--- config.mk ---
export PLATFORM = sky130hd
export DESIGN_NAME = cpu_top
export DESIGN_NICKNAME = d
export VERILOG_FILES = /design/src/source/cpu_pkg.sv /design/src/source/cpu_alu.sv /design/src/source/cpu_regfile.sv /design/src/source/cpu_sequencer.sv /design/src/source/cpu_top.sv
export SDC_FILE = /design/constraint.sdc
export NUM_CORES = 1
export LEC_CHECK = 0
export BUFFER_PORTS_ARGS = -buffer_cell sky130_fd_sc_hd__buf_2
export CAP_MARGIN = 20
export CORE_ASPECT_RATIO = 1.4
export CORE_MARGIN = 4
export CORE_UTILIZATION = 45
export CTS_CLUSTER_SIZE = 14
export DETAILED_ROUTE_END_ITERATION = 6
export MAX_ROUTING_LAYER = met4
export PLACE_DENSITY_LB_ADDON = 0.15
export SYNTH_ARGS = -nofsm -noshare
export SYNTH_HDL_FRONTEND = slang
export SYNTH_SLANG_ARGS = --single-unit
--- constraint.sdc ---
create_clock -name pin_clk -period 12.4 [get_ports pin_clk]
set_input_delay 1.24 -clock pin_clk [delete_from_list [all_inputs] [get_ports pin_clk]]
set_output_delay 1.24 -clock pin_clk [all_outputs]
set_load 0.1 [all_outputs]
--- src/source/cpu_pkg.sv ---
`default_nettype none

package cpu_pkg;

    typedef logic [7:0]  byte_t;
    typedef logic [15:0] word_t;

    // ALU operations in the order of opcode bits 5:3
    typedef enum logic [2:0] {
        ALU_ADD,
        ALU_ADC,
        ALU_SUB,
        ALU_SBC,
        ALU_AND,
        ALU_XOR,
        ALU_OR,
        ALU_CP
    } alu_op_e;

    // Register codes as they appear in the opcode
    typedef enum logic [2:0] {
        REG_B,
        REG_C,
        REG_D,
        REG_E,
        REG_H,
        REG_L,
        REG_M,      // Stands for the (HL) operand and names no register
        REG_A
    } reg_sel_e;

    // Jump conditions in the order of opcode bits 5:3
    typedef enum logic [2:0] {
        COND_NZ,
        COND_Z,
        COND_NC,
        COND_C,
        COND_PO,
        COND_PE,
        COND_P,
        COND_M
    } cond_e;

    typedef enum logic [2:0] {
        ST_FETCH,
        ST_EXEC1,
        ST_EXEC2,
        ST_EXEC3,
        ST_HALT
    } state_e;

    // ------------------------------------------------------------
    // Flag bit positions in F
    // ------------------------------------------------------------
    localparam int FLAG_C = 0;
    localparam int FLAG_N = 1;
    localparam int FLAG_P = 2;
    localparam int FLAG_H = 4;
    localparam int FLAG_Z = 6;
    localparam int FLAG_S = 7;

    // ------------------------------------------------------------
    // Single opcodes and instruction groups
    // ------------------------------------------------------------
    localparam byte_t OPC_NOP  = 8'h00;
    localparam byte_t OPC_HALT = 8'h76;
    localparam byte_t OPC_JP   = 8'hC3;
    localparam byte_t OPC_OUT  = 8'hD3;
    localparam byte_t OPC_IN   = 8'hDB;

    localparam byte_t OPC_MASK_LD_RN = 8'hC7;    // 00 ddd 110
    localparam byte_t OPC_LD_RN      = 8'h06;
    localparam byte_t OPC_MASK_LD_RR = 8'hC0;    // 01 ddd sss
    localparam byte_t OPC_LD_RR      = 8'h40;
    localparam byte_t OPC_MASK_ALU_R = 8'hC0;    // 10 ooo sss
    localparam byte_t OPC_ALU_R      = 8'h80;
    localparam byte_t OPC_MASK_ALU_N = 8'hC7;    // 11 ooo 110
    localparam byte_t OPC_ALU_N      = 8'hC6;
    localparam byte_t OPC_MASK_JP_CC = 8'hC7;    // 11 ccc 010
    localparam byte_t OPC_JP_CC      = 8'hC2;

    // F after reset has only Z set
    localparam byte_t FLAGS_RESET = 8'h40;

endpackage

`default_nettype wire

--- src/source/cpu_alu.sv ---
`default_nettype none

module cpu_alu (
    input  wire cpu_pkg::byte_t   op_a_i,
    input  wire cpu_pkg::byte_t   op_b_i,
    input  wire cpu_pkg::alu_op_e alu_op_i,
    input  wire                   carry_i,
    output cpu_pkg::byte_t        res_o,
    output cpu_pkg::byte_t        flags_o
);

    logic [8:0] sum;        // Bit 8 is carry or borrow
    logic [4:0] half;       // Bit 4 is half carry or borrow
    logic       cin;
    logic       ovf;
    logic       logic_op;

    // ------------------------------------------------------------
    // Result
    // ------------------------------------------------------------
    always_comb begin
        cin      = 1'b0;
        sum      = '0;
        half     = '0;
        ovf      = 1'b0;
        logic_op = 1'b0;

        case (alu_op_i)
            cpu_pkg::ALU_ADD,
            cpu_pkg::ALU_ADC: begin
                cin  = (alu_op_i == cpu_pkg::ALU_ADC) & carry_i;
                sum  = {1'b0, op_a_i} + {1'b0, op_b_i} + {8'h00, cin};
                half = {1'b0, op_a_i[3:0]} + {1'b0, op_b_i[3:0]} + {4'h0, cin};
                ovf  = (op_a_i[7] == op_b_i[7]) && (op_a_i[7] != sum[7]);
            end
            cpu_pkg::ALU_SUB,
            cpu_pkg::ALU_SBC,
            cpu_pkg::ALU_CP: begin
                cin  = (alu_op_i == cpu_pkg::ALU_SBC) & carry_i;
                sum  = {1'b0, op_a_i} - {1'b0, op_b_i} - {8'h00, cin};
                half = {1'b0, op_a_i[3:0]} - {1'b0, op_b_i[3:0]} - {4'h0, cin};
                ovf  = (op_a_i[7] != op_b_i[7]) && (op_a_i[7] != sum[7]);
            end
            cpu_pkg::ALU_AND: begin
                sum      = {1'b0, op_a_i & op_b_i};
                logic_op = 1'b1;
            end
            cpu_pkg::ALU_XOR: begin
                sum      = {1'b0, op_a_i ^ op_b_i};
                logic_op = 1'b1;
            end
            default: begin  // OR
                sum      = {1'b0, op_a_i | op_b_i};
                logic_op = 1'b1;
            end
        endcase
    end

    assign res_o = sum[7:0];

    // ------------------------------------------------------------
    // Flags
    // ------------------------------------------------------------
    always_comb begin
        flags_o = '0;               // Bits 5 and 3 stay clear
        flags_o[cpu_pkg::FLAG_S] = sum[7];
        flags_o[cpu_pkg::FLAG_Z] = (sum[7:0] == 8'h00);

        if (logic_op) begin
            flags_o[cpu_pkg::FLAG_P] = ~^sum[7:0];
        end else begin
            flags_o[cpu_pkg::FLAG_C] = sum[8];
            flags_o[cpu_pkg::FLAG_H] = half[4];
            // CP reports parity of the difference instead of overflow
            flags_o[cpu_pkg::FLAG_P] = (alu_op_i == cpu_pkg::ALU_CP) ? ~^sum[7:0] : ovf;
            flags_o[cpu_pkg::FLAG_N] = (alu_op_i == cpu_pkg::ALU_SUB) ||
                                       (alu_op_i == cpu_pkg::ALU_SBC) ||
                                       (alu_op_i == cpu_pkg::ALU_CP);
        end
    end

endmodule

`default_nettype wire

--- src/source/cpu_regfile.sv ---
`default_nettype none

module cpu_regfile (
    input  wire                    pin_clk,
    input  wire                    rst_n_i,
    input  wire cpu_pkg::reg_sel_e rd_sel_i,
    input  wire cpu_pkg::reg_sel_e wr_sel_i,
    input  wire                    wr_en_i,
    input  wire cpu_pkg::byte_t    wr_data_i,
    input  wire                    flag_we_i,
    input  wire cpu_pkg::byte_t    flag_data_i,
    output cpu_pkg::byte_t         rd_data_o,
    output cpu_pkg::byte_t         acc_o,
    output cpu_pkg::byte_t         flags_o
);

    // B C D E H L F A; slot 6 has no operand code, so F lives there
    cpu_pkg::byte_t regs_q [0:7];

    // ------------------------------------------------------------
    // Write ports
    // ------------------------------------------------------------
    always_ff @(posedge pin_clk or negedge rst_n_i) begin
        if (!rst_n_i) begin
            for (int i = 0; i < 8; i++) begin
                regs_q[i] <= '0;
            end
            regs_q[cpu_pkg::REG_M] <= cpu_pkg::FLAGS_RESET;
        end else begin
            if (wr_en_i && (wr_sel_i != cpu_pkg::REG_M)) begin
                regs_q[wr_sel_i] <= wr_data_i;
            end
            if (flag_we_i) begin
                regs_q[cpu_pkg::REG_M] <= flag_data_i;     // F only from here
            end
        end
    end

    // (HL) operand reads as zero
    assign rd_data_o = (rd_sel_i == cpu_pkg::REG_M) ? '0 : regs_q[rd_sel_i];
    assign acc_o     = regs_q[cpu_pkg::REG_A];
    assign flags_o   = regs_q[cpu_pkg::REG_M];

endmodule

`default_nettype wire

--- src/source/cpu_sequencer.sv ---
`default_nettype none

module cpu_sequencer (
    input  wire                    pin_clk,
    input  wire                    rst_n_i,
    input  wire cpu_pkg::byte_t    mem_data_i,
    input  wire cpu_pkg::byte_t    port_data_i,
    input  wire cpu_pkg::byte_t    rd_data_i,
    input  wire cpu_pkg::byte_t    acc_i,
    input  wire cpu_pkg::byte_t    flags_i,
    input  wire cpu_pkg::byte_t    alu_res_i,
    input  wire cpu_pkg::byte_t    alu_flags_i,
    output cpu_pkg::word_t         mem_addr_o,
    output cpu_pkg::byte_t         port_addr_o,
    output cpu_pkg::byte_t         port_data_o,
    output logic                   port_we_o,
    output logic                   halt_o,
    output cpu_pkg::reg_sel_e      rd_sel_o,
    output cpu_pkg::reg_sel_e      wr_sel_o,
    output logic                   wr_en_o,
    output cpu_pkg::byte_t         wr_data_o,
    output logic                   flag_we_o,
    output cpu_pkg::byte_t         flag_data_o,
    output cpu_pkg::byte_t         op_a_o,
    output cpu_pkg::byte_t         op_b_o,
    output cpu_pkg::alu_op_e       alu_op_o
);

    cpu_pkg::state_e state_q;
    cpu_pkg::word_t  pc_q;
    cpu_pkg::byte_t  opc_q;
    cpu_pkg::byte_t  addr_lo_q;     // Low byte of jump target
    cpu_pkg::byte_t  opc;
    logic            dec_halt, dec_ld_rn, dec_ld_rr, dec_alu_r, dec_alu_n;
    logic            dec_jp, dec_out, dec_in;
    logic            cond_true, jp_take;

    // ------------------------------------------------------------
    // Decode straight from the bus during fetch
    // ------------------------------------------------------------
    assign opc = (state_q == cpu_pkg::ST_FETCH) ? mem_data_i : opc_q;

    assign dec_halt  = (opc == cpu_pkg::OPC_HALT);
    assign dec_ld_rn = ((opc & cpu_pkg::OPC_MASK_LD_RN) == cpu_pkg::OPC_LD_RN);
    assign dec_ld_rr = ((opc & cpu_pkg::OPC_MASK_LD_RR) == cpu_pkg::OPC_LD_RR) && !dec_halt;
    assign dec_alu_r = ((opc & cpu_pkg::OPC_MASK_ALU_R) == cpu_pkg::OPC_ALU_R);
    assign dec_alu_n = ((opc & cpu_pkg::OPC_MASK_ALU_N) == cpu_pkg::OPC_ALU_N);
    assign dec_jp    = (opc == cpu_pkg::OPC_JP) ||
                       ((opc & cpu_pkg::OPC_MASK_JP_CC) == cpu_pkg::OPC_JP_CC);
    assign dec_out   = (opc == cpu_pkg::OPC_OUT);
    assign dec_in    = (opc == cpu_pkg::OPC_IN);

    always_comb begin
        case (cpu_pkg::cond_e'(opc_q[5:3]))
            cpu_pkg::COND_NZ: cond_true = !flags_i[cpu_pkg::FLAG_Z];
            cpu_pkg::COND_Z:  cond_true =  flags_i[cpu_pkg::FLAG_Z];
            cpu_pkg::COND_NC: cond_true = !flags_i[cpu_pkg::FLAG_C];
            cpu_pkg::COND_C:  cond_true =  flags_i[cpu_pkg::FLAG_C];
            cpu_pkg::COND_PO: cond_true = !flags_i[cpu_pkg::FLAG_P];
            cpu_pkg::COND_PE: cond_true =  flags_i[cpu_pkg::FLAG_P];
            cpu_pkg::COND_P:  cond_true = !flags_i[cpu_pkg::FLAG_S];
            default:          cond_true =  flags_i[cpu_pkg::FLAG_S];   // M
        endcase
        jp_take = (opc_q == cpu_pkg::OPC_JP) || cond_true;
    end

    // ------------------------------------------------------------
    // Step counter, PC and port registers
    // ------------------------------------------------------------
    always_ff @(posedge pin_clk or negedge rst_n_i) begin
        if (!rst_n_i) begin
            state_q     <= cpu_pkg::ST_FETCH;
            pc_q        <= '0;
            opc_q       <= cpu_pkg::OPC_NOP;
            port_addr_o <= '0;
            port_data_o <= '0;
            port_we_o   <= 1'b0;
        end else begin
            port_we_o <= 1'b0;      // Strobe lasts one cycle
            case (state_q)
                cpu_pkg::ST_FETCH: begin
                    opc_q <= mem_data_i;
                    pc_q  <= pc_q + 16'd1;
                    if (dec_halt) begin
                        state_q <= cpu_pkg::ST_HALT;
                    end else if (dec_ld_rn || dec_ld_rr || dec_alu_r || dec_alu_n ||
                                 dec_jp || dec_out || dec_in) begin
                        state_q <= cpu_pkg::ST_EXEC1;
                    end
                end
                cpu_pkg::ST_EXEC1: begin
                    state_q <= (dec_alu_r || dec_alu_n || dec_in || dec_jp) ?
                               cpu_pkg::ST_EXEC2 : cpu_pkg::ST_FETCH;
                    if (dec_ld_rn || dec_alu_n || dec_jp || dec_out || dec_in) begin
                        pc_q <= pc_q + 16'd1;   // Immediate byte consumed
                    end
                    if (dec_out) begin
                        port_addr_o <= mem_data_i;
                        port_data_o <= acc_i;
                        port_we_o   <= 1'b1;
                    end
                    if (dec_in) port_addr_o <= mem_data_i;
                end
                cpu_pkg::ST_EXEC2: begin
                    state_q <= dec_jp ? cpu_pkg::ST_EXEC3 : cpu_pkg::ST_FETCH;
                end
                cpu_pkg::ST_EXEC3: begin
                    // Bus still points at the high byte
                    pc_q    <= jp_take ? {mem_data_i, addr_lo_q} : pc_q + 16'd1;
                    state_q <= cpu_pkg::ST_FETCH;
                end
                default: state_q <= cpu_pkg::ST_HALT;     // Until reset
            endcase
        end
    end

    // ALU operands and jump latch
    always_ff @(posedge pin_clk) begin
        if ((state_q == cpu_pkg::ST_FETCH) && (dec_alu_r || dec_alu_n)) begin
            op_a_o   <= acc_i;
            alu_op_o <= cpu_pkg::alu_op_e'(mem_data_i[5:3]);
        end
        if (state_q == cpu_pkg::ST_EXEC1) begin
            if (dec_alu_r) op_b_o <= rd_data_i;
            else if (dec_alu_n) op_b_o <= mem_data_i;
            if (dec_jp) addr_lo_q <= mem_data_i;
        end
    end

    // ------------------------------------------------------------
    // Write-back takes effect on the edge ending the last step
    // ------------------------------------------------------------
    always_comb begin
        rd_sel_o    = cpu_pkg::reg_sel_e'(opc_q[2:0]);     // Source field
        wr_sel_o    = cpu_pkg::REG_A;
        wr_en_o     = 1'b0;
        wr_data_o   = alu_res_i;
        flag_we_o   = 1'b0;
        flag_data_o = alu_flags_i;
        case (state_q)
            cpu_pkg::ST_EXEC1: begin
                wr_sel_o = cpu_pkg::reg_sel_e'(opc_q[5:3]);
                if (dec_ld_rn) begin
                    wr_en_o   = 1'b1;
                    wr_data_o = mem_data_i;
                end else if (dec_ld_rr) begin
                    wr_en_o   = 1'b1;
                    wr_data_o = rd_data_i;
                end
            end
            cpu_pkg::ST_EXEC2: begin
                if (dec_alu_r || dec_alu_n) begin
                    wr_en_o   = (alu_op_o != cpu_pkg::ALU_CP);     // CP sets flags only
                    flag_we_o = 1'b1;
                end else if (dec_in) begin
                    wr_en_o   = 1'b1;
                    wr_data_o = port_data_i;
                end
            end
            default: ;
        endcase
    end

    assign mem_addr_o = pc_q;
    assign halt_o     = (state_q == cpu_pkg::ST_HALT);

endmodule

`default_nettype wire

--- src/source/cpu_top.sv ---
`default_nettype none

module cpu_top (
    input  wire                 pin_clk,
    input  wire                 rst_n_i,
    output cpu_pkg::word_t      mem_addr_o,
    input  wire cpu_pkg::byte_t mem_data_i,
    output cpu_pkg::byte_t      port_addr_o,
    output cpu_pkg::byte_t      port_data_o,
    input  wire cpu_pkg::byte_t port_data_i,
    output logic                port_we_o,
    output logic                halt_o
);

    cpu_pkg::reg_sel_e rd_sel, wr_sel;
    cpu_pkg::byte_t    rd_data, wr_data, acc, flags, flag_data;
    cpu_pkg::byte_t    op_a, op_b, alu_res, alu_flags;
    cpu_pkg::alu_op_e  alu_op;
    logic              wr_en, flag_we;

    cpu_sequencer seq0 (
        .pin_clk     (pin_clk),
        .rst_n_i     (rst_n_i),
        .mem_data_i  (mem_data_i),
        .port_data_i (port_data_i),
        .rd_data_i   (rd_data),
        .acc_i       (acc),
        .flags_i     (flags),
        .alu_res_i   (alu_res),
        .alu_flags_i (alu_flags),
        .mem_addr_o  (mem_addr_o),
        .port_addr_o (port_addr_o),
        .port_data_o (port_data_o),
        .port_we_o   (port_we_o),
        .halt_o      (halt_o),
        .rd_sel_o    (rd_sel),
        .wr_sel_o    (wr_sel),
        .wr_en_o     (wr_en),
        .wr_data_o   (wr_data),
        .flag_we_o   (flag_we),
        .flag_data_o (flag_data),
        .op_a_o      (op_a),
        .op_b_o      (op_b),
        .alu_op_o    (alu_op)
    );

    cpu_alu alu0 (
        .op_a_i   (op_a),
        .op_b_i   (op_b),
        .alu_op_i (alu_op),
        .carry_i  (flags[cpu_pkg::FLAG_C]),   // For ADC and SBC
        .res_o    (alu_res),
        .flags_o  (alu_flags)
    );

    cpu_regfile rf0 (
        .pin_clk     (pin_clk),
        .rst_n_i     (rst_n_i),
        .rd_sel_i    (rd_sel),
        .wr_sel_i    (wr_sel),
        .wr_en_i     (wr_en),
        .wr_data_i   (wr_data),
        .flag_we_i   (flag_we),
        .flag_data_i (flag_data),
        .rd_data_o   (rd_data),
        .acc_o       (acc),
        .flags_o     (flags)
    );

endmodule

`default_nettype wire

### After elaboration in Yosys (flattened, before gate mapping)

Cells that the tools add are included.

| storage, ports and cells | value |
|---|---|
| register bits after elaboration | 135 |
| latch bits | 0 |
| memory bits (writable) | 0 |
| ROM bits | 0 |
| bits of input ports | 18 |
| output and inout bits | 34 |
| logic and storage cells | 162 |
| memories kept | 0 |

| operators by class | value |
|---|---|
| add/sub/neg operators | 9 |
| multipliers | 0 |
| div/mod/pow operators | 0 |
| magnitude comparators | 3 |
| equal/unequal tests | 35 |
| shifts and indexed selects | 0 |
| multiplexer cells | 45 |
| bitwise logic cells | 7 |
| reductions and logical operators | 45 |

Operators with widths:

| operator | number |
|---|---|
| two-way mux 8 bit | 14 |
| bitwise mux 64 bit | 1 |
| two-way mux 16 bit | 3 |
| case mux 16 bit (3 select lines) | 1 |
| case mux 9 bit (4 select lines) | 1 |
| equality test 8 bit, second input constant | 4 |
| binary-select mux 8 bit (select 3 bit) | 1 |
| demux 8 bit (select 3 bit) | 1 |
| equality test 3 bit, second input constant | 8 |
| equality test 3 x 2 -> 1 bit, second input constant | 6 |
| logical OR 1 bit | 17 |
| adder 16 x 1 -> 16 bit, second input constant | 1 |
| case mux 8 bit (2 select lines) | 1 |
| case mux 3 bit (4 select lines) | 1 |
| two-way mux 1 bit | 11 |
| equality test 5 bit, second input constant | 2 |
| case mux 5 bit (2 select lines) | 1 |
| AND reduction 2 bit | 5 |
| adder 8 x 8 -> 9 bit | 1 |
| adder 9 x 1 -> 9 bit | 1 |
| equality test 3 x 1 -> 1 bit, second input constant | 3 |
| zero test 3 bit | 3 |
| two-way mux 3 bit | 3 |
| subtractor 8 x 8 -> 9 bit | 1 |
| 33 further kinds | 53 |

### Longest topological paths before layout

Gate-level depths: netlist (run 1).

| logic depth | value |
|---|---|
| depth after elaboration | 14 |
| depth in mapped cells | 21 |

### Cells and area by module

Synthesis (run 1) repeated with hierarchy kept, for this count alone.

| unflattened totals | value |
|---|---|
| cells, all modules | 816 |
| area total of the unflattened synthesis | 8774.7 µm² |

By module, submodules not included:

| module | times used | cells each | area each (µm²) |
|---|---|---|---|
| cpu_sequencer | 1 | 387 | 4160.2 |
| cpu_regfile | 1 | 213 | 3040.4 |
| cpu_alu | 1 | 216 | 1574.0 |

### Least setup slack after synthesis (run 1)

No wires, ideal clock.

| timing path | value |
|---|---|
| path kind | reg-to-reg |
| start | reg seq0.alu_op_o[1] |
| end | reg rf0.regs_q (netlist bit rf0.flags_o[2]) |
| arrival | 4083 ps |
| slack | 8190 ps |
| cell stages (with the launch flop) | 20 |
| cell sequence | edfxtp_1 > clkbuf_1 > buf_1 > clkbuf_1 > clkbuf_1 > nand4_1 > fa_1 > fa_1 > o21a_1 > nor2_1 > xnor2_1 > mux2i_1 > o21ai_0 > inv_1 > ha_1 > xnor2_1 > xnor2_1 > nand2_1 > mux2i_1 > a21oi_1 |

| between the ends | value |
|---|---|
| cells in the longest elaborated chain, start to end | 10 |
| elaborated cells on any way between the ends | 36 |
| those cells by class | 2 x add/sub; 9 x eq/ne; 14 x mux; 2 x bitwise; 9 x reduce/logical |

RTL lines:

| item | line | text |
|---|---|---|
| start: declaration | cpu_sequencer.sv:26 | `output cpu_pkg::alu_op_e alu_op_o` |
| start signal: assignment | cpu_sequencer.sv:121 | `alu_op_o <= cpu_pkg::alu_op_e'(mem_data_i[5:3]);` |
| equality test 3 x 2 -> 1 bit or equality test 3 x 1 -> 1 bit (tied branches) | cpu_alu.sv:28, cpu_alu.sv:39, cpu_alu.sv:31 |  |
| AND 1 bit, on equally long branches | cpu_alu.sv:39, cpu_alu.sv:31 |  |
| subtractor 9 x 1 -> 9 bit or adder 9 x 1 -> 9 bit (tied branches) | cpu_alu.sv:40, cpu_alu.sv:32 |  |
| case mux 9 bit (4 select lines) | cpu_alu.sv:28 | `case (alu_op_i)` |
| two-way mux 8 bit, on equally long branches | cpu_sequencer.sv:155, cpu_sequencer.sv:146 |  |
| two-way mux 8 bit, on equally long branches | cpu_sequencer.sv:152, cpu_sequencer.sv:143 |  |
| case mux 8 bit (2 select lines) | cpu_sequencer.sv:140 | `case (state_q)` |
| bitwise mux 64 bit | cpu_regfile.sv:31 | `regs_q[wr_sel_i] <= wr_data_i;` |
| two-way mux 16 bit | cpu_regfile.sv:30 | `if (wr_en_i && (wr_sel_i != cpu_pkg::REG_M)) begin` |
| two-way mux 8 bit | cpu_regfile.sv:33 | `if (flag_we_i) begin` |
| end signal: indexed assignment | cpu_regfile.sv:28 | `regs_q[cpu_pkg::REG_M] <= cpu_pkg::FLAGS_RESET;` |
| end signal: indexed assignment | cpu_regfile.sv:31 |  |
| end signal: indexed assignment | cpu_regfile.sv:34 | `regs_q[cpu_pkg::REG_M] <= flag_data_i;` |
| end: declaration | cpu_regfile.sv:18 | `cpu_pkg::byte_t regs_q [0:7];` |

Parallel ways exist; a longest one is shown, timed or not. The select of a mux whose other input is x is not followed.
A chain may end at the register's enable or synchronous reset.

### Worst setup path after layout (run 1)

| timing path | value |
|---|---|
| start | reg seq0.alu_op_o[2] |
| end | reg rf0.regs_q (netlist bit rf0.flags_o[2]) |

The elaborated chain is that of the path after synthesis.

==> results of run 1 <==
[worst paths after layout]
check	start	end	cells after the start
worst max-delay path	seq0.alu_op_o[2]	rf0.flags_o[2]	16
worst min-delay path	rf0.regs_q[38]	rf0.regs_q[38]	2
worst max register to register	seq0.alu_op_o[2]	rf0.flags_o[2]	16
worst min register to register	rf0.regs_q[38]	rf0.regs_q[38]	2
max in group asynchronous	rst_n_i	seq0.port_data_o[0]	2
min in group asynchronous	rst_n_i	seq0.port_addr_o[4]	1
[Yosys cell counts, types with 3 or more instances]
| cell | instances | area (µm²) |
|---|---|---|
| dfrtp_1 | 103 | 2577 |
| nand2_1 | 85 | 319.1 |
| a21oi_1 | 71 | 355.3 |
| nor2_1 | 61 | 229.0 |
| o21ai_0 | 49 | 245.2 |
| inv_1 | 41 | 153.9 |
| ha_1 | 35 | 437.9 |
| mux2_2 | 33 | 371.6 |
| clkbuf_1 | 31 | 116.4 |
| edfxtp_1 | 27 | 810.8 |
| nand3_1 | 22 | 110.1 |
| o21ai_1 | 21 | 105.1 |
| mux2i_1 | 12 | 120.1 |
| a22oi_1 | 11 | 82.58 |
| nor3_1 | 10 | 50.05 |
| mux4_2 | 9 | 202.7 |
| nor2b_1 | 9 | 56.30 |
| a211oi_1 | 7 | 52.55 |
| a31oi_1 | 7 | 43.79 |
| nand2b_1 | 6 | 37.54 |
| nand3b_1 | 6 | 45.04 |
| nand4_1 | 6 | 37.54 |
| or3_1 | 6 | 37.54 |
| xor2_1 | 6 | 52.55 |
| a21o_1 | 5 | 37.54 |
| a22o_1 | 5 | 43.79 |
| o22ai_1 | 5 | 31.28 |
| xnor2_1 | 5 | 43.79 |
| a211oi_4 | 4 | 80.08 |
| and2_1 | 4 | 25.02 |
| buf_2 | 4 | 20.02 |
| fa_1 | 4 | 80.08 |
| o211ai_1 | 4 | 30.03 |
| a221o_1 | 3 | 30.03 |
| buf_1 | 3 | 11.26 |
| nor4b_1 | 3 | 26.28 |
| o21a_1 | 3 | 22.52 |
| o311ai_0 | 3 | 26.28 |
| or2_2 | 3 | 18.77 |
| or4_1 | 3 | 22.52 |
[metal layers]
layer  vias up  GRT usage (%)
met5         -              -
met4         0          7.520
met3        28          3.588
met2       153          37.94
met1      2947          26.74
li1       2905              -
[cell families (layout without fill, tap and decap cells)]
group / Yosys count / in the layout / synth area share (%)
compound gates: 224 / 224 / 19.03
xor+xnor: 11 / 11 / 1.262
fa+ha+maj: 39 / 39 / 6.787
buf+inv: 80 / 130 / 4.049
flops: 131 / 131 / 44.74
mux: 54 / 54 / 9.098
simple gates: 240 / 240 / 15.03
[power by group through the flow]
stage	logic, µW	clock network [µW]	registers, µW
2_1_floorplan	3.68	0	459
3_3_place_gp	31.2	0	449
3_5_place_dp	31.4	0	449
4_1_cts	31.5	543	441
5_1_grt	32.9	565	441
6_report	30.9	535	441
[through the flow]
| stage | utilization [%] | hold WS (ps) | cells | total power, µW |
|---|---|---|---|---|
| after global routing | 52.04 | 506.9 | 1032 | 1039 |
| after global placement | 48.21 | 458.3 | 1000 | 480.4 |
| after detailed placement | 48.21 | 467.1 | 1000 | 480.7 |
| final | 52.04 | 477.5 | 1032 | 1007 |
| after floorplan | - | 444.6 | 779 | 463.0 |
| after CTS | 52.04 | 479.4 | 1032 | 1016 |
[area by class of cell]
cell class,count,area share (%)
multi-input combinational,568,45.11
sequential,131,39.35
clock buffer,21,5.681
timing repair buffer,57,3.489
tap,203,2.927
inverter,41,1.773
clock inverter,11,1.672
[registers in the layout, summed over array words and instances, names as in the netlist]
register,flops
rf0.acc_o,8
rf0.flags_o,4
rf0.regs_q,48
seq0.addr_lo_q,8
seq0.alu_op_o,3
seq0.mem_addr_o,16
seq0.op_a_o,8
seq0.op_b_o,8
seq0.opc_q,8
seq0.port_addr_o,8
seq0.port_data_o,8
seq0.port_we_o,1
seq0.state_q,3
[critical path, stage by stage, from the launching register on]
cell	delay, ps
edfxtp_1	670
nor2_1	380
nand3_1	140
fa_1	440
fa_1	390
nand2b_1	190
a211oi_1	270
xor2_1	180
mux2i_1	80
o21ai_0	450
inv_1	100
ha_1	330
xnor2_1	180
xnor2_1	140
nand2_1	70
mux2i_1	150
a21oi_1	60
==> key figures, run 1 <==
Outcome
  • Status: finished, final reports clean

Finish
  • Footprint of the multi-input gates: 3915 µm²
  • Share of cells above drive strength 1: 17.85%
  • Commonest non-fill, non-tap cell in the layout: dfrtp_1
  • Nets: 873
  • Area growth syn-to-layout: 13.70%
  • Most frequent cells in the layout: 103 x dfrtp_1, 85 x nand2_1, 71 x a21oi_1
  • Fill cell count: 1556
  • Flip-flop and latch area: 3415 µm²
  • Cell area after layout: 8678 µm²
  • Diode count: 0

CTS
  • Clock Pin Slew Worst Setup and Hold Paths: 60 ps
  • Clock Latency Late Sink: 420 ps
  • H-tree depth: 4
  • Max clock buf depth: 2
  • Hold buffer count at cts: 0
  • # resized after CTS: 0
  • TritonCTS buffer count: 17
  • Post-CTS Setup Bufs: 0
  • Root Buffer: clkbuf_16
  • CTS sink count: 131
  • TritonCTS clock tree: built

Placed design
  • Placed cell areas: 8040 µm²
  • Buffers on Ports: 51
  • HPWL after DPL: 14.80 mm
  • Dpl ws: 8061 ps
  • Routability cong.: 0.9174

Floorplan
  • Core ar.: 16680 µm²
  • Die X-Extent: 118.1 µm
  • Die Y-Extent: 162.1 µm
  • Die area: 19140 µm²
  • Initial core utilization: 45.77%
  • # rows: 56
  • Ports: 52

Pwr
  • Power Internal: 792.6 µW
  • Clock network power share: 53.1%
  • Switch Pwr: 215.0 µW
  • Peak supply drop: 0.1059 mV
  • Lkg Pwr: 0.003853 µW
  • Sequential fraction of design power: 43.8%
  • Pwr/cell area: 116.1 nW/µm²
  • Switching Fraction: 21.33%
  • Comb pwr share: 3.1%

Route
  • DR iter-0 viols: 574
  • WL met2: 10.44 mm
  • Final ANT Viol Nets: 0
  • Routed length per placed instance: 19.54 µm
  • Highest Signal Layer: met4
  • Vias per inst: 5.846
  • Wire length on met3: 710 µm
  • Iteration count of the initial detailed-routing pass: 5
  • Drt drc: 0
  • Met1 Wirelength: 8.580 mm
  • Routed wire length: 20.17 mm
  • Vias: 6033

Critical path
  • Startpoint Class: flop
  • Worst EP required: 12690 ps
  • R2r setup slk: 8050 ps
  • Worst Setup Path Type: flop to flop
  • CP max FO: 20
  • Worst Setup End Kind: flop
  • Worst EP arrival: 4640 ps

Timing
  • Achievable Freq: 230.0 MHz
  • Final period util: 35.07%
  • RSZ-0062 raised after global routing: no
  • Worst setup margin: 8051 ps
  • Final Hold Fails: 0
  • Slew Viols, Final: 0
  • Setup TNS: 0 ps
  • Post-Route Skew: 8.990 ps
  • Max_slew headroom: 27.04%
  • Tightest Pin Transition: 1090 ps
  • # setup viols final: 0
  • Crit path time final: 4349 ps

GRT
  • Number of global-route vias before repair: 6053
  • Largest net degree at the start of global routing: 59
  • Gr ovfl total: 0
  • First-pass GRT wire length: 32.73 mm
  • Gr usage total: 22.17%
  • Initial antenna violation count: 0

Yosys
  • Sequential fraction of the synthesis area: 44.74%
  • Number of synthesized register bits: 131
  • Syn Std Cell Area: 7632 µm²
  • EDFF count, synth: 27
  • Synth Net Count: 836
  • Synthesized area per cell: 9.798 µm²
  • Post-synth ARST share: 79.39%
  • Ys Warns: 0
  • Top_reg_cell synth: dfrtp_1
  • Post-Syn Instances: 779
  • Synth unique cells: 73

Run
  • Max-cap violations: 0

Worst hold path
  • Hold WC Path Type: flop to flop
Note: power is estimated with default switching activity, not from simulation.
==> run 2: changes to the inputs <==
- clock period: 12.4 -> 4.45 ns (I/O delays scaled with it)
==> run 2 against run 1 <==
Net effect:
- combinational power increased to 2.8 times the previous value
- the run now ends with design-rule violations left
- clock power grew to 2.7 times the previous value
- flip-flop and latch count unchanged
- sequential share of layout area shrank 0.29 points
- critical path type unchanged
- routed wire length grew 1.0%
- design area rose by 0.75%
- power grew to 2.8 times the previous value
- critical endpoint unchanged
- clock skew grew 1.3 ps
- count of clock-buffer cells in the layout shrank 1
==> key figures, run 2 (synthesized netlist as in run 1, its figures left out) <==
Outcome
  • Status: finished with violations
  • Failing checks: design-rule violations

CTS
  • H-tree depth: 4
  • Post-CTS Setup Bufs: 0
  • CTS sink count: 131
  • Clock Latency Late Sink: 420 ps
  • Max clock buf depth: 2
  • TritonCTS buffer count: 17
  • Hold buffer count at cts: 0
  • TritonCTS clock tree: built
  • Clock Pin Slew Worst Setup and Hold Paths: 60 ps
  • Root Buffer: clkbuf_16
  • # resized after CTS: 0

GRT
  • Number of global-route vias before repair: 6245
  • Gr ovfl total: 0
  • Gr usage total: 22.74%
  • Largest net degree at the start of global routing: 76
  • Initial antenna violation count: 0
  • First-pass GRT wire length: 33.38 mm

Worst hold path
  • Hold WC Path Type: primary input to asynchronous set/reset pin

Route
  • Final ANT Viol Nets: 0
  • Routed wire length: 20.37 mm
  • DR iter-0 viols: 537
  • Vias: 6076
  • Routed length per placed instance: 19.55 µm
  • Drt drc: 3
  • Iteration count of the initial detailed-routing pass: 7
  • Vias per inst: 5.831

Pwr
  • Peak supply drop: 0.2224 mV
  • Lkg Pwr: 0.003895 µW
  • Pwr/cell area: 317.2 nW/µm²

Critical path
  • Startpoint Class: flop
  • Worst Setup Path Type: flop to flop
  • Max stage delay on crit path: 480 ps
  • CP max FO: 7
  • Worst EP required: 4750 ps
  • CP top delay family: adder cells
  • CP max stage cell: edfxtp_1
  • Crit path cell chain: nor2_1 > nand3_1 > fa_1 > fa_1 > nand2b_1 > a21oi_1 > a41oi_1 > mux2_2 > o211a_1 > ha_1 > xnor2_1 > xnor2_1 > nand2_1 > mux2i_1 > a21oi_1
  • Worst Path Buf+Inv: 0
  • Worst Setup End Kind: flop
  • Worst EP arrival: 4230 ps

Floorplan
  • # rows: 56
  • Core ar.: 16680 µm²
  • Die area: 19140 µm²
  • Initial core utilization: 45.77%
  • Ports: 52
  • Die X-Extent: 118.1 µm
  • Die Y-Extent: 162.1 µm

Timing
  • RSZ-0062 raised after global routing: no
  • Tightest Pin Transition: 954.2 ps
  • Setup TNS: 0 ps
  • Post-Route Skew: 10.27 ps
  • Achievable Freq: 254.5 MHz
  • Max_slew headroom: 36.39%
  • Final period util: 88.30%
  • Slew Viols, Final: 0
  • Crit path time final: 3929 ps
  • Final Hold Fails: 0
  • # setup viols final: 0

Finish
  • Reg with most FFs: rf0.regs_q
  • Nets: 883
  • Final std cells w/o fill: 1042
  • Area growth syn-to-layout: 14.56%
  • Share of cells above drive strength 1: 18.83%
  • Fill cell count: 1521
  • Max reg flops: 48
  • Most frequent cells in the layout: 103 x dfrtp_1, 85 x nand2_1, 71 x a21oi_1
  • Commonest non-fill, non-tap cell in the layout: dfrtp_1
  • Diode count: 0
  • Final Util: 52.43%

Run
  • Max-cap violations: 0

Placed design
  • Buffers on Ports: 51
  • DP Cell Count: 1009
  • Routability cong.: 0.9425
  • HPWL after DPL: 15.11 mm
[run 2: metrics by stage]
step / hold slack (ps) / setup slack [ps] / total power [µW] / area (µm²)
finish: 186.2 / 520.6 / 2773 / 8743
global route: 243.4 / 242.7 / 2859 / 8743
CTS: 217.8 / 507.7 / 2794 / 8728
detailed placement: 469.1 / 527.9 / 1341 / 8108
global placement: 458.2 / 628.4 / 1339 / 8108
floorplan: 149.4 / 240.3 / 1290 / 7632
[run 2: worst paths after layout]
path / from / end / slack [ps] / cells past startpoint
worst max-delay path: seq0.alu_op_o[2] / rf0.flags_o[2] / 520 / 15
worst min-delay path: rst_n_i / seq0.port_addr_o[4] / 190 / 1
worst max register to register: seq0.alu_op_o[2] / rf0.flags_o[2] / 520 / 15
worst min register to register: seq0.addr_lo_q[0] / seq0.mem_addr_o[0] / 480 / 1
max in group asynchronous: rst_n_i / rf0.acc_o[4] / 3300 / 2
min in group pin_clk: mem_data_i[7] / seq0.addr_lo_q[7] / 370 / 1
[run 2: area by class of cell]
class / count / area [µm²] / area share [%]
inverter: 41 / 153.9 / 1.760
clock buffer: 20 / 467.9 / 5.352
timing repair buffer: 67 / 385.4 / 4.408
tap: 203 / 254.0 / 2.905
multi-input combinational: 568 / 3915 / 44.78
sequential: 131 / 3415 / 39.05
clock inverter: 12 / 152.6 / 1.746
[run 2: per-layer routing]
metal	up-vias	share of wire, %	routed length (µm)	GRT usage [%]
met5	-	0	0	-
li1	2917	-	-	-
met2	152	53	10750	39.81
met3	39	3.3	668	3.622
met1	2968	41	8371	26.06
met4	0	2.8	572	9.227
[run 2: report_power, final]
part	total, µW	switching [µW]	internal (µW)
Combinational	86.6	71.1	15.6
Sequential	1230	1.80	1230
Clock	1460	528	929
